**src/design/mem_pkg.sv**
```systemverilog
package mem_pkg;

  // Core data and address width
  parameter int xlen = 32;

  // Load/store size code, funct3 of the instruction
  typedef logic [2:0] funct3_t;

  localparam funct3_t funct3_b  = 3'b000;  // lb / sb
  localparam funct3_t funct3_h  = 3'b001;  // lh / sh
  localparam funct3_t funct3_w  = 3'b010;  // lw / sw
  localparam funct3_t funct3_bu = 3'b100;  // lbu
  localparam funct3_t funct3_hu = 3'b101;  // lhu

  typedef enum logic {
    dram = 1'b0,
    mmio = 1'b1
  } region_t;

  // I/O register map
  localparam logic [xlen-1:0] mmio_uart_ctrl = 32'h8000_0000;
  localparam logic [xlen-1:0] mmio_uart_rx   = 32'h8000_0004;
  localparam logic [xlen-1:0] mmio_uart_tx   = 32'h8000_0008;
  localparam logic [xlen-1:0] mmio_cycle_cnt = 32'h8000_0010;
  localparam logic [xlen-1:0] mmio_inst_cnt  = 32'h8000_0014;
  localparam logic [xlen-1:0] mmio_cnt_reset = 32'h8000_0018;

  // Request from the execute stage
  typedef struct packed {
    logic [xlen-1:0] addr;
    logic [xlen-1:0] wdata;
    funct3_t         funct3;
    logic            we;
    logic            re;
  } mem_req_t;

  // Travels with a load to the return path
  typedef struct packed {
    region_t    region;
    logic [1:0] byte_off;
    funct3_t    funct3;
  } load_tag_t;

  // Byte enables plus lane-aligned store data
  typedef struct packed {
    logic [3:0]      be;
    logic [xlen-1:0] data;
  } wr_lane_t;

endpackage

```
**src/design/load_align.sv**
```systemverilog
module load_align (
  input  mem_pkg::load_tag_t       tag,
  input  logic [mem_pkg::xlen-1:0] dram_rdata,
  input  logic [mem_pkg::xlen-1:0] mmio_rdata,
  output logic [mem_pkg::xlen-1:0] load_data
);

  logic [mem_pkg::xlen-1:0] word;
  logic [mem_pkg::xlen-1:0] shifted;
  logic [7:0]               byte_val;
  logic [15:0]              half_val;

  // Anything not decoded as I/O returns the RAM word
  assign word = (tag.region == mem_pkg::mmio) ? mmio_rdata : dram_rdata;

  assign shifted  = word >> {tag.byte_off, 3'b000};
  assign byte_val = shifted[7:0];

  // Halves come from the aligned half, as stores write them
  assign half_val = tag.byte_off[1] ? word[31:16] : word[15:0];

  always_comb begin
    case (tag.funct3)
      mem_pkg::funct3_b: begin
        load_data = {{24{byte_val[7]}}, byte_val};
      end
      mem_pkg::funct3_h: begin
        load_data = {{16{half_val[15]}}, half_val};
      end
      mem_pkg::funct3_bu: begin
        load_data = {24'd0, byte_val};
      end
      mem_pkg::funct3_hu: begin
        load_data = {16'd0, half_val};
      end
      default: begin
        load_data = word;  // lw and unused codes
      end
    endcase
  end

endmodule

```
**config.mk**
```make
export PLATFORM = sky130hd
export DESIGN_NAME = load_align
export DESIGN_NICKNAME = d
export VERILOG_FILES = /design/src/design/mem_pkg.sv /design/src/design/load_align.sv
export SDC_FILE = /design/constraint.sdc
export NUM_CORES = 1
export LEC_CHECK = 0
export BUFFER_PORTS_ARGS = -buffer_cell sky130_fd_sc_hd__buf_4
export CAP_MARGIN = 20
export CORE_AREA = 2 2 59 61
export DETAILED_ROUTE_END_ITERATION = 10
export DIE_AREA = 0 0 61 63
export GPL_TIMING_DRIVEN = 0
export PLACE_DENSITY_LB_ADDON = 0.3
export SLEW_MARGIN = 20
export SYNTH_ARGS = -nofsm -noshare
export SYNTH_HDL_FRONTEND = slang
export SYNTH_SLANG_ARGS = --single-unit
```
**constraint.sdc**
```tcl
create_clock -name vclk -period 1.6
set_input_delay 0.16 -clock vclk [all_inputs]
set_output_delay 0.16 -clock vclk [all_outputs]
set_load 0.02 [all_outputs]
```
# [After elaboration in Yosys (flattened, before gate mapping)]
# Cells that the tools add are included.
[totals] reg_bits=0 latchBits=0 mem_bits_rw=0 romBits=0 output_inout_bits=32 wordCells=8 memories=0
[op_classes] add_sub_neg=0 n_mul=0 n_div=0 magnitude_cmp=0 eq_ne=3 shift=1 n_mux=3 bitwise=0 n_reduce_logical=1
[op_table] operator="one-hot mux 32 bit (4 select lines)" n=1
[op_table] operator="two-way mux 32 bit" n=1
[op_table] operator="right shift 32 x 5 -> 8 bit" n=1
[op_table] operator="two-way mux 16 bit" n=1
[op_table] operator="equality test 3 bit, second input constant" n=2
[op_table] operator="equality test 3 x 1 -> 1 bit, second input constant" n=1
[op_table] operator="zero test 3 bit" n=1

# [Logic depth before layout (Yosys ltp)]
[logic_depth] depth_word=3 mapped_depth=6

# [Least setup slack after synthesis]
# OpenSTA, ideal clock, no wires.
[synth_path] kind="input -> output" startpoint="input tag[5] in the netlist's numbering" endpoint="output load_data[15] in the netlist's numbering" t_arrival_ps=1490 slack_ps=-50 cell_stages=5 path_cell_list="buf_6 > mux4_2 > nor2b_4 > nor4_4 > a311o_1"
[synth_via] elab_chain_cells=3 elab_cells_between_ends=4 classes_between="1 x shift; 3 x mux"
[synth_rtl] item="start, declared" line_no="load_align.sv:2" source="input mem_pkg::load_tag_t tag,"
[synth_rtl] item="two-way mux 32 bit (*)" line_no="load_align.sv:14" source="assign word = (tag.region == mem_pkg::mmio) ? mmio_rdata : dram_rdata;"
[synth_rtl] item="right shift 32 x 5 -> 8 bit or two-way mux 16 bit (tied branches)" line_no="load_align.sv:16, load_align.sv:20"
[synth_rtl] item="one-hot mux 32 bit (4 select lines) (*)" line_no="load_align.sv:23" source="case (tag.funct3)"
[synth_rtl] item="end, declared" line_no="load_align.sv:5" source="output logic [mem_pkg::xlen-1:0] load_data"
# Mark *: on every way between the ends. The rest lies on a longest branch, timed or not.

# [Final worst setup path]
[layout_path] startpoint="input tag[5] in the netlist's numbering" endpoint="output load_data[11] in the netlist's numbering"
# Same word-level chain as after synthesis.

==> metrics.cfg <==
[run_status]
run_status = finished, violations left
violations = setup timing

[placement]
hpwl_mm = 3.83
io_buffer_count = 100
placed_area_mm2 = 0.00218
dp.cells = 286
place_congestion = 0.834

[sta]
finalHoldViolations = 0
hold_slack_ns = 0.719
relSlewSlack_pct = 55.2
worst_slew_pin_slew_ns = 0.666
post-route-min-period_ns = 1.78
setup_violations = 29
fin_ws_ns = -0.184
fin_crit_sh_pct = 111
maxClockFrequency_mhz = 561
rsz0062_at_grt = yes
slew_violations = 0

[power_and_ir_drop]
power_uw = 981
swShare_pct = 45.1
p_int_uw = 539
p_per_area_mw_per_mm2 = 381
clkPwrFrac_pct = 0
power.switching_uw = 442
combPwrFrac_pct = 100.0
power.leakage_nw = 1.22
max-vdd-ir-drop_mv = 0.200
power_frac_seq_pct = 0

[logic_synthesis]
yosys_warnings = 0
synth_top_area_share_pct = 20.6
ys_top_cells_by_count = mux2i_1, mux2_2, mux4_2
synth_compound_area_share_pct = 28.6
synth-adder-area-share_pct = 0
netlist.top_cell.by_area = mux4_2
synth_top_family_by_area = multiplexers
syn_inst = 140
synth_xor_xnor_area_share_pct = 0
syn_nets = 210
seq_area_frac_synth_pct = 0
synth-simple-area-share_pct = 9.93
yosys.cell_count.top_type = mux2i_1
avgSynthCellArea_um2 = 9.36
yosysUniqueCellTypes = 32
synth_mux_area_share_pct = 51.4
syn_area_mm2 = 0.00131
yosys-top-cells-area = mux4_2, mux2i_1, mux2_2

[layout]
ff_latch_area_um2 = 0
utilization_pct = 79.6
fin_cells = 298
stdcell_area_mm2 = 0.00257
n_antenna_cell = 0
final_nets = 324
clock_buffers = 0
area_growth_pct = 96.4
drive_gt1_share_pct = 72.2
flops_and_latches = 0

[job]
max_cap_viol_count = 0

[worst_hold_path]
min_to = load_data[18]
holdPathStages = 4
min_path_type = in2out
min_from = dram_rdata[18]

[global_route]
grt_max_degree = 11
grtUsageTotal_pct = 27.2
grt_pass1_wl_mm = 8.14
grt_pass1_vias = 1633
overflow = 0
antenna_found_initial = 0

[drt]
wl_met1_mm = 2.08
wl_met3_um = 450
drt-total-wl_mm = 5.56
drc = 0
top_layer = met4
antenna_left = 0
wl_met2_mm = 2.99
drt-pass1-iter-count = 4
wire_per_inst_um = 18.7
first_iter_violations = 87
vias_per_cell = 5.79
num_vias = 1724

[clock_network]
postCtsHoldBufs = 0

[die]
fp.dieW_um = 61
die_area_mm2 = 0.00384
die_h_um = 63
rows = 21
io_pins = 102
initial_utilization_pct = 40.5
coreArea_mm2 = 0.00323

[setup_path]
cp-start-kind = primary input
path_max_fanout = 8
cp-end-kind = primary output
arrival_ns = 1.62
path_class = in2out
crit_required_ns = 1.44

-- power by group through the flow --
stage | Combinational (mW) | Sequential, mW | Clock (mW)
detailed placement | 0.811 | 0 | 0
floorplan | 0.477 | 0 | 0
CTS | 0.909 | 0 | 0
global route | 1.03 | 0 | 0
finish | 0.981 | 0 | 0
global placement | 0.802 | 0 | 0
-- how the worst max path moves through the flow --
stage,cells past startpoint,startpoint,endpoint
detailed placement,6,tag[1],load_data[20]
finish,6,tag[5],load_data[11]
floorplan,5,tag[5],load_data[14]
global placement,6,tag[1],load_data[20]
global route,6,tag[5],load_data[9]
CTS,7,tag[5],load_data[20]
-- routing by layer --
metal  up-vias  GRT usage, %
met2        96          46.6
met1       840          36.7
li1        784             -
met3         4          3.93
met4         0          2.99
met5         -             0
-- cell type report --
class              count  area, um^2
repair buffers       114         996
fillers              213         659
inverters             12        46.3
plain buffers         13         129
well taps             46        57.6
multi-input cells    113        1340
-- per-stage QoR --
| step | TNS [ns] | setup WS [ns] |
|---|---|---|
| after floorplan | -0.0262 | -0.0262 |
| after global placement | -8.26 | -0.474 |
| after detailed placement | -7.85 | -0.410 |
| after CTS | -3.37 | -0.164 |
| after global routing | -4.46 | -0.206 |
| final | -3.32 | -0.184 |
-- cell families after synthesis --
kind of cell / after synthesis
compound gates: 45
mux: 47
simple gates: 21
buf+inv: 27
-- worst max-delay path, cell delays in order --
cell and delay (ns):
buf_12 0.11, mux4_2 0.43, nor2b_4 0.06, nor4_4 0.50, a221o_1 0.23, buf_6 0.12
-- timing repair --
item	4_1_cts	5_1_grt
hold endpoints to repair	0	0
setup buffers	3	11
gates resized for setup	51	30
endpoints found under the setup margin	32	31
pin swaps	3	9
cloned	1	0
-- placed cells by master, fill, tap and decap left out, types with 3 or more instances in the layout --
cell,netlist,routed
a221o_1,10,10
mux4_2,12,13
o22ai_1,5,5
mux2_2,15,14
mux2i_1,17,17
nor2_1,11,7
inv_1,11,9
buf_4,3,80
buf_6,2,37
clkbuf_2,0,3
a21o_1,5,5
nand2_1,3,3
nor2_2,0,3
a211oi_1,5,4
o21bai_4,0,10
buf_12,0,4
(Power assumes the default switching activity.)
