[src/design/mem_pkg.sv]
package mem_pkg;

  // Core data and address width
  parameter int xlen = 32;

  // Load/store size code, funct3 of the instruction
  typedef logic [2:0] funct3_t;

  localparam funct3_t funct3_b  = 3'b000;  // lb / sb
  localparam funct3_t funct3_h  = 3'b001;  // lh / sh
  localparam funct3_t funct3_w  = 3'b010;  // lw / sw
  localparam funct3_t funct3_bu = 3'b100;  // lbu
  localparam funct3_t funct3_hu = 3'b101;  // lhu

  typedef enum logic {
    dram = 1'b0,
    mmio = 1'b1
  } region_t;

  // I/O register map
  localparam logic [xlen-1:0] mmio_uart_ctrl = 32'h8000_0000;
  localparam logic [xlen-1:0] mmio_uart_rx   = 32'h8000_0004;
  localparam logic [xlen-1:0] mmio_uart_tx   = 32'h8000_0008;
  localparam logic [xlen-1:0] mmio_cycle_cnt = 32'h8000_0010;
  localparam logic [xlen-1:0] mmio_inst_cnt  = 32'h8000_0014;
  localparam logic [xlen-1:0] mmio_cnt_reset = 32'h8000_0018;

  // Request from the execute stage
  typedef struct packed {
    logic [xlen-1:0] addr;
    logic [xlen-1:0] wdata;
    funct3_t         funct3;
    logic            we;
    logic            re;
  } mem_req_t;

  // Travels with a load to the return path
  typedef struct packed {
    region_t    region;
    logic [1:0] byte_off;
    funct3_t    funct3;
  } load_tag_t;

  // Byte enables plus lane-aligned store data
  typedef struct packed {
    logic [3:0]      be;
    logic [xlen-1:0] data;
  } wr_lane_t;

endpackage

[src/design/store_format.sv]
module store_format (
  input  mem_pkg::funct3_t         funct3,
  input  logic [1:0]               byte_offset,
  input  logic [mem_pkg::xlen-1:0] wdata,
  output mem_pkg::wr_lane_t        lane
);

  // Replicating the byte or half puts it in every lane,
  // so only the enables depend on the offset
  always_comb begin
    lane.be   = 4'b0000;
    lane.data = wdata;
    case (funct3)
      mem_pkg::funct3_b: begin
        lane.be   = 4'b0001 << byte_offset;
        lane.data = {4{wdata[7:0]}};
      end
      mem_pkg::funct3_h: begin
        // Half stores use the aligned half of the word
        lane.be   = byte_offset[1] ? 4'b1100 : 4'b0011;
        lane.data = {2{wdata[15:0]}};
      end
      mem_pkg::funct3_w: begin
        lane.be   = 4'b1111;
        lane.data = wdata;
      end
      default: begin
        lane.be   = 4'b0000;  // lbu/lhu codes are not stores
        lane.data = wdata;
      end
    endcase
  end

endmodule

[config.mk]
export PLATFORM = sky130hd
export DESIGN_NAME = store_format
export DESIGN_NICKNAME = d
export VERILOG_FILES = /design/src/design/mem_pkg.sv /design/src/design/store_format.sv
export SDC_FILE = /design/constraint.sdc
export NUM_CORES = 1
export LEC_CHECK = 0
export BUFFER_PORTS_ARGS = -buffer_cell sky130_fd_sc_hd__clkbuf_2
export CAP_MARGIN = 20
export CELL_PAD_IN_SITES_DETAIL_PLACEMENT = 1
export CELL_PAD_IN_SITES_GLOBAL_PLACEMENT = 1
export CORE_MARGIN = 10
export CORE_UTILIZATION = 20
export DETAILED_ROUTE_END_ITERATION = 8
export GPL_TIMING_DRIVEN = 0
export PLACE_DENSITY = 0.92
export SLEW_MARGIN = 20
export SYNTH_ARGS = -nofsm -noshare
export SYNTH_HDL_FRONTEND = slang
export SYNTH_SLANG_ARGS = --single-unit
[constraint.sdc]
create_clock -name vclk -period 4.47
set_clock_uncertainty 0.05 [all_clocks]
set_input_delay 1.341 -clock vclk [all_inputs]
set_output_delay 1.341 -clock vclk [all_outputs]
set_load 0.05 [all_outputs]
# Word-level counts from Yosys, hierarchy flattened
# Index checks and enable logic that the tools add are counted.
# totals
reg_bits	0
in_bits	37
output_inout_bits	36
wordCells	6
# classes
n_eq_ne	2
shift	1
n_mux	2
reduce_logical	1
# ops
op	n
case mux 36 bit (3 select lines)	1
2-to-1 mux 4 bit	1
left shift 1 x 2 -> 4 bit (first input constant)	1
equality test 3 x 1 -> 1 bit (second input constant)	1
equality test 3 x 2 -> 1 bit (second input constant)	1
logical NOT 3 bit	1

# Depth between registers and ports, before layout
# Gate-level depths: netlist (run 1).
# depth
word_depth	2
depth_mapped	5
mapped_depth_nobuf	3

# Worst setup path before layout (run 1)
# Ideal clock, no wire load.
# synth_timing
path_kind	input port to output port
startpoint	input funct3[1]
endpoint	output lane[24] (netlist bit)
arrival_time_ps	2633
required_ps	3079
slack_ps	446
cell_stages	5
path_buffers	2
path_cell_list	buf_6 -> nor2_4 -> buf_2 -> nor2_1 -> a21oi_1
# synth_rtl
item	line	source
from (decl)	store_format.sv:2	input mem_pkg::funct3_t funct3,
to (decl)	store_format.sv:5	output mem_pkg::wr_lane_t lane

==> results.cfg, run 1 <==
[layout]
ff_latch_area_um2 = 0
syn_to_final_growth_pct = 79.1
final_nets = 177
nFlopsAndLatches = 0
num_antenna_cells = 0
fin_area_um2 = 901
finalNonFillerCells = 168
nClkBuffers = 0
drive_gt1_share_pct = 72.5
utilization_pct = 37.0

[timing]
fin_crit_sh_pct = 87.6
setup_viol = 0
hold_viol_final = 0
relSlewSlack_pct = 69.0
worst_slew_pin_slew_ns = 0.464
fmax_mhz = 255
final_max_slew_viol_count = 0
layout_setup_ws_ns = 0.552
setup_tns_ns = 0
fin_crit_ns = 3.92
rsz0062_at_grt = false

[critical_path]
cp-end-kind = primary output
critPathMaxFanout = 8
worst_setup_path_start_kind = input port
worstSetupPathDepth = 4
arrival_ns = 2.53
cp-endpoint = lane[12]
crit_path_cell_trace = clkbuf_2, nor3_4, mux2_2, clkbuf_2
path_class = in2out
crit_slowest_cell = nor3_4
cp_top_family = simple AND/OR/NAND/NOR gates
critPathMaxStageDelay_ns = 0.42
startpoint = funct3[0]
required_ns = 3.08
crit_top_cell = clkbuf_2
crit_buf_inv = 2

[routing]
antenna_left = 0
drc = 0
drtIter0Drc = 23
avgViaCountPerCell = 4.50
routed_wl_um = 2820
routedWlPerCell_um = 16.8
dr_total_vias = 756
firstDrtPassIters = 2

[global_routing]
grtUsageTotal_pct = 10.9
grt_antenna_before_repair = 0
grt_max_degree = 11
gr-total-overflow = 0
grt_pass1_vias = 893
grt_pass1_wl_um = 4610

[power]
peakVddDrop_uv = 80.9
internal_power_w = 0.0000498
power.static_leakage_nw = 0.529
p_switching_w = 0.000122
power_frac_seq_pct = 0
power_frac_clock_pct = 0
switching_share_pct = 71.1
pwr-share-comb_pct = 100.0
powerDensity_nw_per_um2 = 191

[yosys]
yosys.area.top_type = mux2_2
synth_cell_type_count = 14
ys_top_cells_by_count = mux2_2, a21oi_1, nor2_1
syn_area_um2 = 503
syn_inst = 66
synth_area_leaders = mux2_2, mux2i_1, a21oi_1, buf_4, nor2_1
yosysWarnings = 0
synth_top_cell_area_share_pct = 31.3
avgSynthCellArea_um2 = 7.62
syn_nets = 103
seq_area_frac_synth_pct = 0
synthMostInstantiatedCell = mux2_2

[die]
die_w_um = 70.2
die_h_um = 70.2
fp-row-count = 18
dieArea_um2 = 4920
ioPinCount = 73
start_util_pct = 20.7
core_um2 = 2430

[cts]
holdBufCountCts = 0
post_cts_resized = 0
post_cts_buffers = 0

[placement]
gp_congestion = 0.726
io_buffers = 72
dp.cells = 168
placed_area_um2 = 901
pre_cts_slack_ns = 0.504
hpwl_um = 2570

[run]
drv_cap = 0

[run_status]
run_status = finished clean

[min_path]
hp-class = in2out
[area by class of cell]
class / count / area, µm²
plain buffers: 12 / 86.3
fillers: 342 / 1530
inverters: 2 / 7.51
multi-input cells: 52 / 409
well taps: 30 / 37.5
repair buffers: 72 / 360
[through the flow]
step / power, W / hold slack, ns
3_5_place_dp: 0.000174 / 3.08
3_3_place_gp: 0.000171 / 3.07
5_1_grt: 0.000183 / 3.11
2_1_floorplan: 0.000125 / 2.80
6_report: 0.000172 / 3.08
4_1_cts: 0.000175 / 3.08
[layer usage]
layer  vias to the layer above  part of all wire (%)  global-route usage [%]
met2                        33                    58                    23.1
met4                         0                     0                   0.219
met3                         0                   7.7                    3.25
met1                       353                    34                    10.2
li1                        370                     -                       -
met5                         -                     0                       0
[cells in the final DEF, fill, tap and decap left out]
| cell type | n |
|---|---|
| clkbuf_2 | 72 |
| mux2_2 | 14 |
| a21oi_1 | 12 |
| nor2_1 | 10 |
| mux2i_1 | 8 |
| buf_4 | 8 |
| buf_2 | 3 |
| mux2_1 | 2 |
| inv_1 | 2 |
| o21ai_0 | 2 |
| buf_6 | 1 |
| nor2_4 | 1 |
| nor3_4 | 1 |
| a21o_1 | 1 |
| nand2b_1 | 1 |
[how the worst min path moves through the flow]
stage,from,end,depth (start not counted)
after floorplan,wdata[0],lane[0],1
after global placement,wdata[30],lane[30],4
after detailed placement,wdata[30],lane[30],4
after CTS,wdata[30],lane[30],4
after global routing,wdata[5],lane[5],3
final,wdata[30],lane[30],4
[worst min-delay path, delay by kind of cell]
kind | cells | cell delay, ns
buffers and inverters | 2 | 0.31
AND/OR/NAND/NOR | 1 | 0.09
AO/OA/AOI/OAI | 1 | 0.05
[kinds of logic (layout without fill, tap and decap cells)]
group,count (synthesis),count (layout),synth area share [%]
simple gates,13,13,14.2
compound gates,15,15,15.4
mux,24,24,51.7
buf+inv,14,86,18.7
[power groups by stage]
| stage | clock network (W) | logic (W) | registers (W) |
|---|---|---|---|
| floorplan | 0 | 0.000125 | 0 |
| global placement | 0 | 0.000171 | 0 |
| detailed placement | 0 | 0.000174 | 0 |
| CTS | 0 | 0.000175 | 0 |
| global route | 0 | 0.000183 | 0 |
| finish | 0 | 0.000172 | 0 |
Power figures use the tool's default switching activity.
==> run 2, diff against run 1 <==
- BUFFER_PORTS_ARGS: -buffer_cell sky130_fd_sc_hd__clkbuf_2 -> not set
- CORE_AREA: not set -> 10 10 47 49
- CORE_MARGIN: 10 -> not set
- CORE_UTILIZATION: 20 -> not set
- DIE_AREA: not set -> 0 0 57 59
- DONT_BUFFER_PORTS: not set -> 1
- PLACE_DENSITY: 0.92 -> 0.82
==> run 2 against run 1 <==
Compared with the run above: combinational power shrank 23%; final cell count decreased by 51%; highest routed layer unchanged; global-route usage fell by 1.0 points; worst hold slack got worse by 0.28 ns; largest cell class is now multi-input gates; power decreased by 23%; count of clock-buffer cells in the layout unchanged.
==> results.cfg, run 2 (same netlist as run 1, synthesis figures left out) <==
[run_status]
run_status = finished clean

[critical_path]
crit_path_cell_trace = buf_6, nor2_4, buf_2, nor2_1, a21oi_1
critPathMaxFanout = 10
cp_top_family = compound AO/OA/AOI/OAI gates
crit_buf_inv = 2
cp-end-kind = primary output
worst_setup_path_start_kind = input port
path_class = in2out
arrival_ns = 2.77
critPathMaxStageDelay_ns = 0.81
crit_slowest_cell = a21oi_1
required_ns = 3.08
startpoint = funct3[1]

[cts]
post_cts_resized = 0
holdBufCountCts = 0
post_cts_buffers = 0

[die]
fp-row-count = 14
die_w_um = 57
core_um2 = 1400
die_h_um = 59
start_util_pct = 35.9
ioPinCount = 73
dieArea_um2 = 3360

[routing]
firstDrtPassIters = 3
drc = 0
routed_wl_um = 1980
dr_total_vias = 482
antenna_left = 0
avgViaCountPerCell = 5.88
routedWlPerCell_um = 24.2
drtIter0Drc = 15

[layout]
nClkBuffers = 0
finalNonFillerCells = 82
final_common_cell = mux2_2
layout_common_cells = mux2_2, a21oi_1, nor2_1
multi_input_area_um2 = 409
num-fill-cells = 178
drive_gt1_share_pct = 42.4
nFlopsAndLatches = 0
final_nets = 105
num_antenna_cells = 0
syn_to_final_growth_pct = 3.98
ff_latch_area_um2 = 0

[global_routing]
grtUsageTotal_pct = 9.87
grt_antenna_before_repair = 0
grt_pass1_wl_um = 2870
grt_max_degree = 11
grt_pass1_vias = 606
gr-total-overflow = 0

[placement]
pre_cts_slack_ns = 0.287
gp_congestion = 0.673
io_buffers = 0
hpwl_um = 1780
dp.cells = 82

[power]
peakVddDrop_uv = 83.8
power.static_leakage_nw = 0.229
powerDensity_nw_per_um2 = 252
total_power_w = 0.000132

[timing]
layout_setup_ws_ns = 0.311
fin_crit_sh_pct = 93.0
final_max_slew_viol_count = 0
fmax_mhz = 240
hold_viol_final = 0
rsz0062_at_grt = false
setup_viol = 0
fin_crit_ns = 4.16
worst_slew_pin_slew_ns = 1.08
relSlewSlack_pct = 28.5
setup_tns_ns = 0
whs_ns = 2.80

[min_path]
hp-class = in2out
hp-start = wdata[5]

[run]
drv_cap = 0
## run 2: cell count changes in the layout (fill, tap and decap cells not counted)
cell,previous run,this run
clkbuf_2,72,0
## run 2: through the flow
step / util [%] / instance area (µm²)
floorplan: - / 503
global placement: 37.3 / 523
detailed placement: 37.3 / 523
CTS: 37.3 / 523
global route: 37.3 / 523
finish: 37.3 / 523
## run 2: report_power, final
group	internal, W	total (W)	switching [W]
clock	0	0	0
combinational	0.0000259	0.000132	0.000106
sequential	0	0	0
## run 2: area by class of cell
cell class,instances,share of cell area [%]
Buffer,12,16.5
Inverter,2,1.44
Multi-Input combinational cell,52,78.2
Tap cell,16,3.83
## run 2: final timing paths
path       end  slack [ns]  depth (start not counted)
min    lane[5]        2.80                          1
max   lane[27]        0.31                          5
## run 2: routing by layer
| metal | vias to the layer above | GRT usage [%] | part of all wire (%) | wire length [µm] |
|---|---|---|---|---|
| met1 | 219 | 8.59 | 32 | 633 |
| met3 | 0 | 4.94 | 12 | 236 |
| met2 | 37 | 20.6 | 56 | 1110 |
| met5 | - | 0 | 0 | 0 |
| li1 | 226 | - | - | - |
| met4 | 0 | 0 | 0 | 0 |
