$ cat src/design/mem_pkg.sv
package mem_pkg;

  // Core data and address width
  parameter int xlen = 32;

  // Load/store size code, funct3 of the instruction
  typedef logic [2:0] funct3_t;

  localparam funct3_t funct3_b  = 3'b000;  // lb / sb
  localparam funct3_t funct3_h  = 3'b001;  // lh / sh
  localparam funct3_t funct3_w  = 3'b010;  // lw / sw
  localparam funct3_t funct3_bu = 3'b100;  // lbu
  localparam funct3_t funct3_hu = 3'b101;  // lhu

  typedef enum logic {
    dram = 1'b0,
    mmio = 1'b1
  } region_t;

  // I/O register map
  localparam logic [xlen-1:0] mmio_uart_ctrl = 32'h8000_0000;
  localparam logic [xlen-1:0] mmio_uart_rx   = 32'h8000_0004;
  localparam logic [xlen-1:0] mmio_uart_tx   = 32'h8000_0008;
  localparam logic [xlen-1:0] mmio_cycle_cnt = 32'h8000_0010;
  localparam logic [xlen-1:0] mmio_inst_cnt  = 32'h8000_0014;
  localparam logic [xlen-1:0] mmio_cnt_reset = 32'h8000_0018;

  // Request from the execute stage
  typedef struct packed {
    logic [xlen-1:0] addr;
    logic [xlen-1:0] wdata;
    funct3_t         funct3;
    logic            we;
    logic            re;
  } mem_req_t;

  // Travels with a load to the return path
  typedef struct packed {
    region_t    region;
    logic [1:0] byte_off;
    funct3_t    funct3;
  } load_tag_t;

  // Byte enables plus lane-aligned store data
  typedef struct packed {
    logic [3:0]      be;
    logic [xlen-1:0] data;
  } wr_lane_t;

endpackage

$ cat src/design/byte_fifo.sv
module byte_fifo #(
  parameter int fifo_log_depth = 5
) (
  input  logic       clk,
  input  logic       reset,
  input  logic       enq_valid,
  output logic       enq_ready,
  input  logic [7:0] enq_data,
  output logic       deq_valid,
  input  logic       deq_ready,
  output logic [7:0] deq_data
);

  localparam logic [fifo_log_depth:0] depth = 1 << fifo_log_depth;

  logic [7:0]                buffer [0:depth-1];
  logic [fifo_log_depth-1:0] wr_ptr;
  logic [fifo_log_depth-1:0] rd_ptr;
  logic [fifo_log_depth:0]   count;
  logic                      enq_fire;
  logic                      deq_fire;

  assign enq_ready = (count != depth);
  assign deq_valid = (count != '0);
  assign deq_data  = buffer[rd_ptr];  // Head entry, no extra cycle

  assign enq_fire = enq_valid && enq_ready;
  assign deq_fire = deq_valid && deq_ready;

  always_ff @(posedge clk) begin
    if (enq_fire) begin
      buffer[wr_ptr] <= enq_data;
    end
  end

  always_ff @(posedge clk) begin
    if (reset) begin
      wr_ptr <= '0;
      rd_ptr <= '0;
      count  <= '0;
    end else begin
      if (enq_fire) wr_ptr <= wr_ptr + 1'b1;  // Wraps at depth
      if (deq_fire) rd_ptr <= rd_ptr + 1'b1;
      case ({enq_fire, deq_fire})
        2'b10:   count <= count + 1'b1;
        2'b01:   count <= count - 1'b1;
        default: count <= count;
      endcase
    end
  end

endmodule

$ cat src/design/mmio_regs.sv
module mmio_regs #(
  parameter int fifo_log_depth = 5
) (
  input  logic                     clk,
  input  logic                     reset,
  input  logic [mem_pkg::xlen-1:0] addr,
  input  logic [mem_pkg::xlen-1:0] wdata,
  input  logic                     we,
  input  logic                     re,
  input  logic [6:0]               opcode,
  output logic [mem_pkg::xlen-1:0] rdata,
  output logic [7:0]               tx_data,
  output logic                     tx_valid,
  input  logic                     tx_ready,
  input  logic [7:0]               rx_data,
  input  logic                     rx_valid,
  output logic                     rx_ready
);

  logic                     tx_enq;
  logic                     tx_room;
  logic                     rx_deq;
  logic                     rx_avail;
  logic [7:0]               rx_byte;
  logic                     cnt_clear;
  logic [mem_pkg::xlen-1:0] cycle_cnt;
  logic [mem_pkg::xlen-1:0] inst_cnt;
  logic [mem_pkg::xlen-1:0] read_word;

  // Register strobes
  assign tx_enq    = we && (addr == mem_pkg::mmio_uart_tx);
  assign rx_deq    = re && (addr == mem_pkg::mmio_uart_rx);
  assign cnt_clear = we && (addr == mem_pkg::mmio_cnt_reset);

  // A full tx FIFO drops the store
  byte_fifo #(
    .fifo_log_depth(fifo_log_depth)
  ) tx_fifo (
    .clk      (clk),
    .reset    (reset),
    .enq_valid(tx_enq),
    .enq_ready(tx_room),
    .enq_data (wdata[7:0]),
    .deq_valid(tx_valid),
    .deq_ready(tx_ready),
    .deq_data (tx_data)
  );

  byte_fifo #(
    .fifo_log_depth(fifo_log_depth)
  ) rx_fifo (
    .clk      (clk),
    .reset    (reset),
    .enq_valid(rx_valid),
    .enq_ready(rx_ready),
    .enq_data (rx_data),
    .deq_valid(rx_avail),
    .deq_ready(rx_deq),
    .deq_data (rx_byte)
  );

  // Both counters restart from zero after a counter-reset store
  always_ff @(posedge clk) begin
    if (reset || cnt_clear) begin
      cycle_cnt <= '0;
      inst_cnt  <= '0;
    end else begin
      cycle_cnt <= cycle_cnt + 1'b1;
      if (opcode != 7'd0) inst_cnt <= inst_cnt + 1'b1;
    end
  end

  always_comb begin
    case (addr)
      mem_pkg::mmio_uart_ctrl: read_word = {30'd0, rx_avail, tx_room};
      mem_pkg::mmio_uart_rx:   read_word = {24'd0, rx_byte};
      mem_pkg::mmio_cycle_cnt: read_word = cycle_cnt;
      mem_pkg::mmio_inst_cnt:  read_word = inst_cnt;
      default:                 read_word = '0;  // Unmapped reads as zero
    endcase
  end

  always_ff @(posedge clk) begin
    rdata <= read_word;
  end

endmodule

$ cat config.mk
export PLATFORM = sky130hd
export DESIGN_NAME = mmio_regs
export DESIGN_NICKNAME = d
export VERILOG_FILES = /design/src/design/mem_pkg.sv /design/src/design/byte_fifo.sv /design/src/design/mmio_regs.sv
export SDC_FILE = /design/constraint.sdc
export NUM_CORES = 1
export LEC_CHECK = 0
export BUFFER_PORTS_ARGS = -buffer_cell sky130_fd_sc_hd__buf_2
export CORE_ASPECT_RATIO = 0.6
export CORE_MARGIN = 2
export CORE_UTILIZATION = 30
export CTS_CLUSTER_DIAMETER = 50
export DETAILED_ROUTE_END_ITERATION = 12
export PLACE_DENSITY_LB_ADDON = 0.25
export SLEW_MARGIN = 20
export SYNTH_ARGS = -nofsm -noshare
export SYNTH_HDL_FRONTEND = slang
export SYNTH_SLANG_ARGS = --single-unit
$ cat constraint.sdc
create_clock -name clk -period 5.87 [get_ports clk]
set_input_delay 0 -clock clk [delete_from_list [all_inputs] [get_ports clk]]
set_output_delay 0 -clock clk [all_outputs]
set_load 0.03 [all_outputs]
# Word-level counts from Yosys, hierarchy flattened
# Memory sizes are Yosys's and may differ from the RTL's. A register that Yosys moved wholly into a read port is not among the register bits.
# Index checks and enable logic that the tools add are counted.
[word_totals]
ff_bits = 128
mem_bits_rw = 512
in_bits = 85
out_inout_bits = 42
elab_cells = 57
mem_count = 2
[classes]
add_sub_neg = 10
n_eq_ne = 12
muxes = 11
n_reduce_logical = 13
[memory_table]
columns = ["memory", "words", "word_bits", "rd", "rd_clocked_by_memory_dff", "write_ports", "line", "source"]
rows = [
  ["rx_fifo.buffer", 32, 8, 1, 1, 1, "byte_fifo.sv:16", "logic [7:0] buffer [0:depth-1];"],
  ["tx_fifo.buffer", 32, 8, 1, 1, 1, "byte_fifo.sv:16", ""],
]
[op_table]
columns = ["operator", "n"]
rows = [
  ["equality test 32 bit (second input constant)", 6],
  ["case mux 32 bit (4 select lines)", 1],
  ["adder 32 x 1 -> 32 bit (second input constant)", 2],
  ["case mux 6 bit (2 select lines)", 2],
  ["adder 5 x 1 -> 5 bit (second input constant)", 4],
  ["2-to-1 mux 5 bit", 4],
  ["adder 6 x 1 -> 6 bit (second input constant)", 2],
  ["!= test 6 bit (second input constant)", 2],
  ["nonzero test 6 bit", 2],
  ["subtractor 6 x 1 -> 6 bit (second input constant)", 2],
  ["logical AND 1 bit", 7],
  ["nonzero test 7 bit", 1],
  ["equality test 2 x 1 -> 1 bit (second input constant)", 2],
  ["equality test 2 bit (second input constant)", 2],
  ["2-to-1 mux 1 bit", 4],
  ["nonzero test 2 bit", 2],
  ["logical OR 1 bit", 1],
]

# Longest topological paths before layout
[depth]
ltp_word = 5
mapped_depth = 14
ltp_nobuf = 12

# Modules after synthesis
# A second synthesis with hierarchy kept.
[hier_totals]
hier_cells = 1716
hier_area_um2 = 26425.3
[by_module_without_submodules]
columns = ["module", "instances", "cells_each", "area_per_inst_um2", "seq_area_each_um2"]
rows = [
  ["byte_fifo", 2, 627, 11074.4, 8107.8],
  ["mmio_regs", 1, 462, 4276.6, 1921.8],
]

# Least setup slack after synthesis
# OpenSTA, ideal clock, no wires.
[synth_timing]
path_type = "flip-flop to flip-flop"
start = "reg rx_fifo.count[1]"
end = "reg rx_fifo.count[4]"
setup_ps = 132
arrival_time_ps = 3045
required_time_ps = 5738
path_slack_ps = 2693
path_stages_with_launch = 15
path_buffers = 3
synth_period_minus_slack_ps = 3177
path_cell_list = "dfxtp_1 > clkbuf_1 > or4_1 > o31ai_1 > clkbuf_1 > nor2_1 > ha_1 > clkbuf_1 > xor2_1 > ha_1 > a21oi_1 > o22ai_1 > a222oi_1 > or3_1 > a21oi_1"
[synth_via]
elab_chain_len = 4
word_cells_on_any_way = 10
cone_classes = "2 x add/sub; 3 x eq/ne; 1 x mux; 4 x reduce/logical"
[synth_rtl]
columns = ["element", "line", "source"]
rows = [
  ["start, declared", "byte_fifo.sv:19", "logic [fifo_log_depth:0] count;"],
  ["start signal, assigned", "byte_fifo.sv:45", "2'b10: count <= count + 1'b1;"],
  ["start signal, assigned", "byte_fifo.sv:46", "2'b01: count <= count - 1'b1;"],
  ["start signal, assigned", "byte_fifo.sv:47", "default: count <= count;"],
  ["branches (longest 4 deep; another with subtractor 6 x 1 -> 6 bit)", "-", ""],
]
# Parallel ways; which one is timed is not known.
# A chain may end at the register's enable or synchronous reset.

# Final worst setup path
[layout_timing]
start = "in addr[20] (netlist bit)"
end = "reg tx_fifo.count[4]"
[layout_via]
elab_chain_len = 5
word_cells_on_any_way = 7
cone_classes = "3 x eq/ne; 1 x mux; 3 x reduce/logical"
[layout_rtl]
columns = ["element", "line", "source"]
rows = [
  ["start, declared", "mmio_regs.sv:6", "input logic [mem_pkg::xlen-1:0] addr,"],
  ["equality test 32 bit (*)", "mmio_regs.sv:31", "assign tx_enq = we && (addr == mem_pkg::mmio_uart_tx);"],
  ["logical AND 1 bit (*)", "mmio_regs.sv:31", ""],
  ["logical AND 1 bit (*)", "byte_fifo.sv:27", "assign enq_fire = enq_valid && enq_ready;"],
  ["equality test 2 x 1 -> 1 bit or equality test 2 bit (tied branches)", "byte_fifo.sv:44", "case ({enq_fire, deq_fire})"],
  ["case mux 6 bit (2 select lines) or nonzero test 2 bit (tied branches)", "-", ""],
  ["end signal, assigned", "byte_fifo.sv:45", ""],
  ["end signal, assigned", "byte_fifo.sv:46", ""],
  ["end signal, assigned", "byte_fifo.sv:47", ""],
  ["end, declared", "byte_fifo.sv:19", ""],
]
# Every way passes the cells marked *; elsewhere a longest branch is shown, timed or not.

==> metrics <==
Slew Limit Fails 0; CTS Buf Count 69; Yosys cell types 64; antenna cells 0; CP cell instances dlygate4sd3_1 > buf_2 > nor4_4 > dlygate4sd3_1 > nand4_2 > dlygate4sd3_1 > nor4_4 > inv_4 > ha_1 > xor2_1 > ha_1 > a21oi_1 > o22ai_1 > a222oi_1 > or3_1 > a21oi_1; via/cell ratio around 5; routed len/inst 22.47 microns; post-DP HPWL between 40,000 and 50,000 microns; Syn Area/Cell 16.60 sq um; initial antenna violation count 6; Via Count 14,460; IO buf count a little over 100; core area around 0.086 sq mm; clk sinks 650; CP arrival 4580 ps; Slew @ Worst Pin 1142 ps; post-CTS resize count 0; drt drc 0; Clk pin slew, worst setup/hold paths around 60 ps; outcome finished, final reports clean; die area 0.08955 sq mm; global route overflow 0; slowest CP cell dlygate4sd3_1; first-pass GRT wire length 94,810 microns; Worst-Skew Late Latency between 600 and 700 ps; Total GRT Usage 14.55%; H-tree levels 3; num ports 127; most frequent cells in the layout 512 x edfxtp_1, 186 x nor2_1, 143 x mux4_2, 133 x dfxtp_1, 102 x buf_2; Max Cap Viol 0; Starting Density a little under a third; worst vdd ir 0.1634 mV; DIE WIDTH 385 microns; Post-Syn Nets 1,677; grt met1 use 22.82%; Layout Nets roughly 1,800; Critical Path Sink Type flip-flop; ratio of cells with drive above 1 in the final layout 23.07%; Crit Path Class in -> reg; WP data required 6300 ps; min Tclk post-route slightly above 4000 ps; CTS tree done; GRT busiest layer met1; worst-path maximum fanout 10; Setup Skew ~35 ps; Achievable Freq 0.2409 GHz; CP delay by family, top buffers and inverters; Pleak between 9 and 10 nW; Synth Cell Area between 0.02 and 0.03 sq mm; Max transition margin 23.56%; Routed Antenna Nets 0; HP Class in -> reg; Critical Path Start Type primary input; row count slightly above 80; gpl congestion 0.7900; Clock Tree Root clkbuf_16; hold buffer count at cts 25; iteration-0 DRC count of the detailed router 1,438; largest net degree at the start of global routing 62; hold_ws 66.28 ps; clock buffer depth 3; met2 Usage GRT 19.41%; Total Wirelength 65,030 microns; drt first pass iters 7; commonest non-fill, non-tap cell in the layout edfxtp_1; # setup viols final 0; met3 usage slightly below 4%; FFs w/ async S/R, synth 0%; Post-CTS Setup Inserts 0; final critical-path share of the clock period 70.71%; RSZ-0062 raised after global routing false; Area growth, synth to finish 16.06%; Post-synth EDFFs 512; sequential share of the synthesized area 69.42%; Setup TNS Final 0 ps; total of fill cells in the finished design ~8,000; Final Hold Viols 0; Yosys Warn Count 0; most frequent CP cell dlygate4sd3_1; fin util 35.31%; buffers and inverters on the worst path 5; Power Dens Cells 316.0 mW/mm^2; Die Ht 232.6 microns; Seq cells post-synth 650; crit-path max cell delay between 600 and 700 ps; vias in the first global route 14,101; Top FF cell, synth edfxtp_1; cells after synthesis 1,574
-- final timing paths --
| path | slack (ps) | end | startpoint | cells after the start |
|---|---|---|---|---|
| worst max-delay path | 1720 | tx_fifo.count[4] | addr[20] | 16 |
| worst min-delay path | 70 | tx_fifo.wr_ptr[1] | addr[30] | 5 |
| worst max register to register | 2300 | rx_fifo.count[4] | rx_fifo.count[0] | 11 |
| worst min register to register | 470 | cycle_cnt[0] | cycle_cnt[0] | 1 |
-- synthesized netlist by cell type, types with 4 or more instances --
| cell type | instances | area, sq um |
|---|---|---|
| nor4b_1 | 4 | 35.03 |
| mux2_2 | 17 | 191.4 |
| buf_1 | 7 | 26.28 |
| nor2b_1 | 6 | 37.54 |
| a32oi_1 | 6 | 52.55 |
| mux4_2 | 143 | 3221 |
| dfxtp_1 | 138 | 2763 |
| and2_1 | 7 | 43.79 |
| nand2b_1 | 6 | 37.54 |
| and3_1 | 5 | 31.28 |
| o22ai_1 | 12 | 75.07 |
| or3_1 | 16 | 100.1 |
| nor4_4 | 4 | 85.08 |
| nor4_1 | 11 | 68.82 |
| nor3_1 | 22 | 110.1 |
| xor2_1 | 20 | 175.2 |
| a21oi_1 | 24 | 120.1 |
| clkbuf_1 | 53 | 198.9 |
| nand2_1 | 51 | 191.4 |
| inv_1 | 27 | 101.4 |
| nand3_1 | 22 | 110.1 |
| nand3b_1 | 9 | 67.56 |
| nand4_1 | 17 | 106.4 |
| o21ai_0 | 17 | 85.08 |
| nor2_1 | 188 | 705.7 |
| edfxtp_1 | 512 | 15370 |
| or3b_2 | 4 | 35.03 |
| and4_1 | 11 | 96.34 |
| o31ai_1 | 6 | 45.04 |
| buf_2 | 26 | 130.1 |
| xnor2_1 | 54 | 473.0 |
| or4_1 | 9 | 67.56 |
| o311ai_0 | 5 | 43.79 |
| mux2i_1 | 45 | 450.4 |
| ha_1 | 18 | 225.2 |
-- layout make-up --
cell class,instances,area [sq um],area share (%)
well taps,1147,1435,4.733
clock buffers,89,1822,6.008
multi-input cells,806,7525,24.81
repair buffers,138,843.3,2.781
inverters,29,111.4,0.3672
flip-flops and latches,650,18150,59.85
clock inverters,35,439.2,1.448
-- through the flow --
step	power [mW]	cells	area (sq um)	setup WS, ps
floorplan	5.152	1574	26130	2693
global placement	5.259	2745	27790	2107
detailed placement	5.269	2745	27790	2042
CTS	9.683	2894	30300	1808
global route	9.879	2894	30320	1522
finish	9.582	2894	30320	1719
-- report_power, final --
group | leakage (nW) | total [mW] | switching, mW | internal, mW
clock | 1.10 | 4.40 | 1.86 | 2.54
sequential | 5.72 | 4.99 | 0.0121 | 4.97
combinational | 2.62 | 0.196 | 0.139 | 0.0572
total | 9.44 | 9.58 | 2.01 | 7.57
-- routing by layer --
| layer | vias up | routed length [microns] |
|---|---|---|
| li1 | 6372 | - |
| met1 | 7556 | 32810 |
| met2 | 444 | 26060 |
| met3 | 86 | 4869 |
| met4 | 2 | 1276 |
| met5 | - | 12 |
-- cell families (layout without fill, tap and decap cells) --
group	after synthesis	in the layout	synth area share [%]
buf+inv	118	291	1.872
xor+xnor	74	74	2.480
flops	650	650	69.42
compound gates	105	105	2.754
fa+ha+maj	18	18	0.8620
mux	205	205	14.78
simple gates	404	404	7.834
-- worst min-delay path, stage by stage --
cell,delay [ps]
buf_2,80
or3_1,250
nor4_4,140
nand2_1,80
a21oi_1,50
-- flip-flops by register name (all words and copies together), names as in the netlist, named ones only --
register	cells
cycle_cnt	32
inst_cnt	32
rdata	32
rx_fifo.buffer	256
rx_fifo.count	6
rx_fifo.rd_ptr	5
rx_fifo.wr_ptr	5
tx_fifo.buffer	256
tx_fifo.count	6
tx_fifo.rd_ptr	5
tx_fifo.wr_ptr	5
No activity file was read; power rests on OpenSTA's default activity.
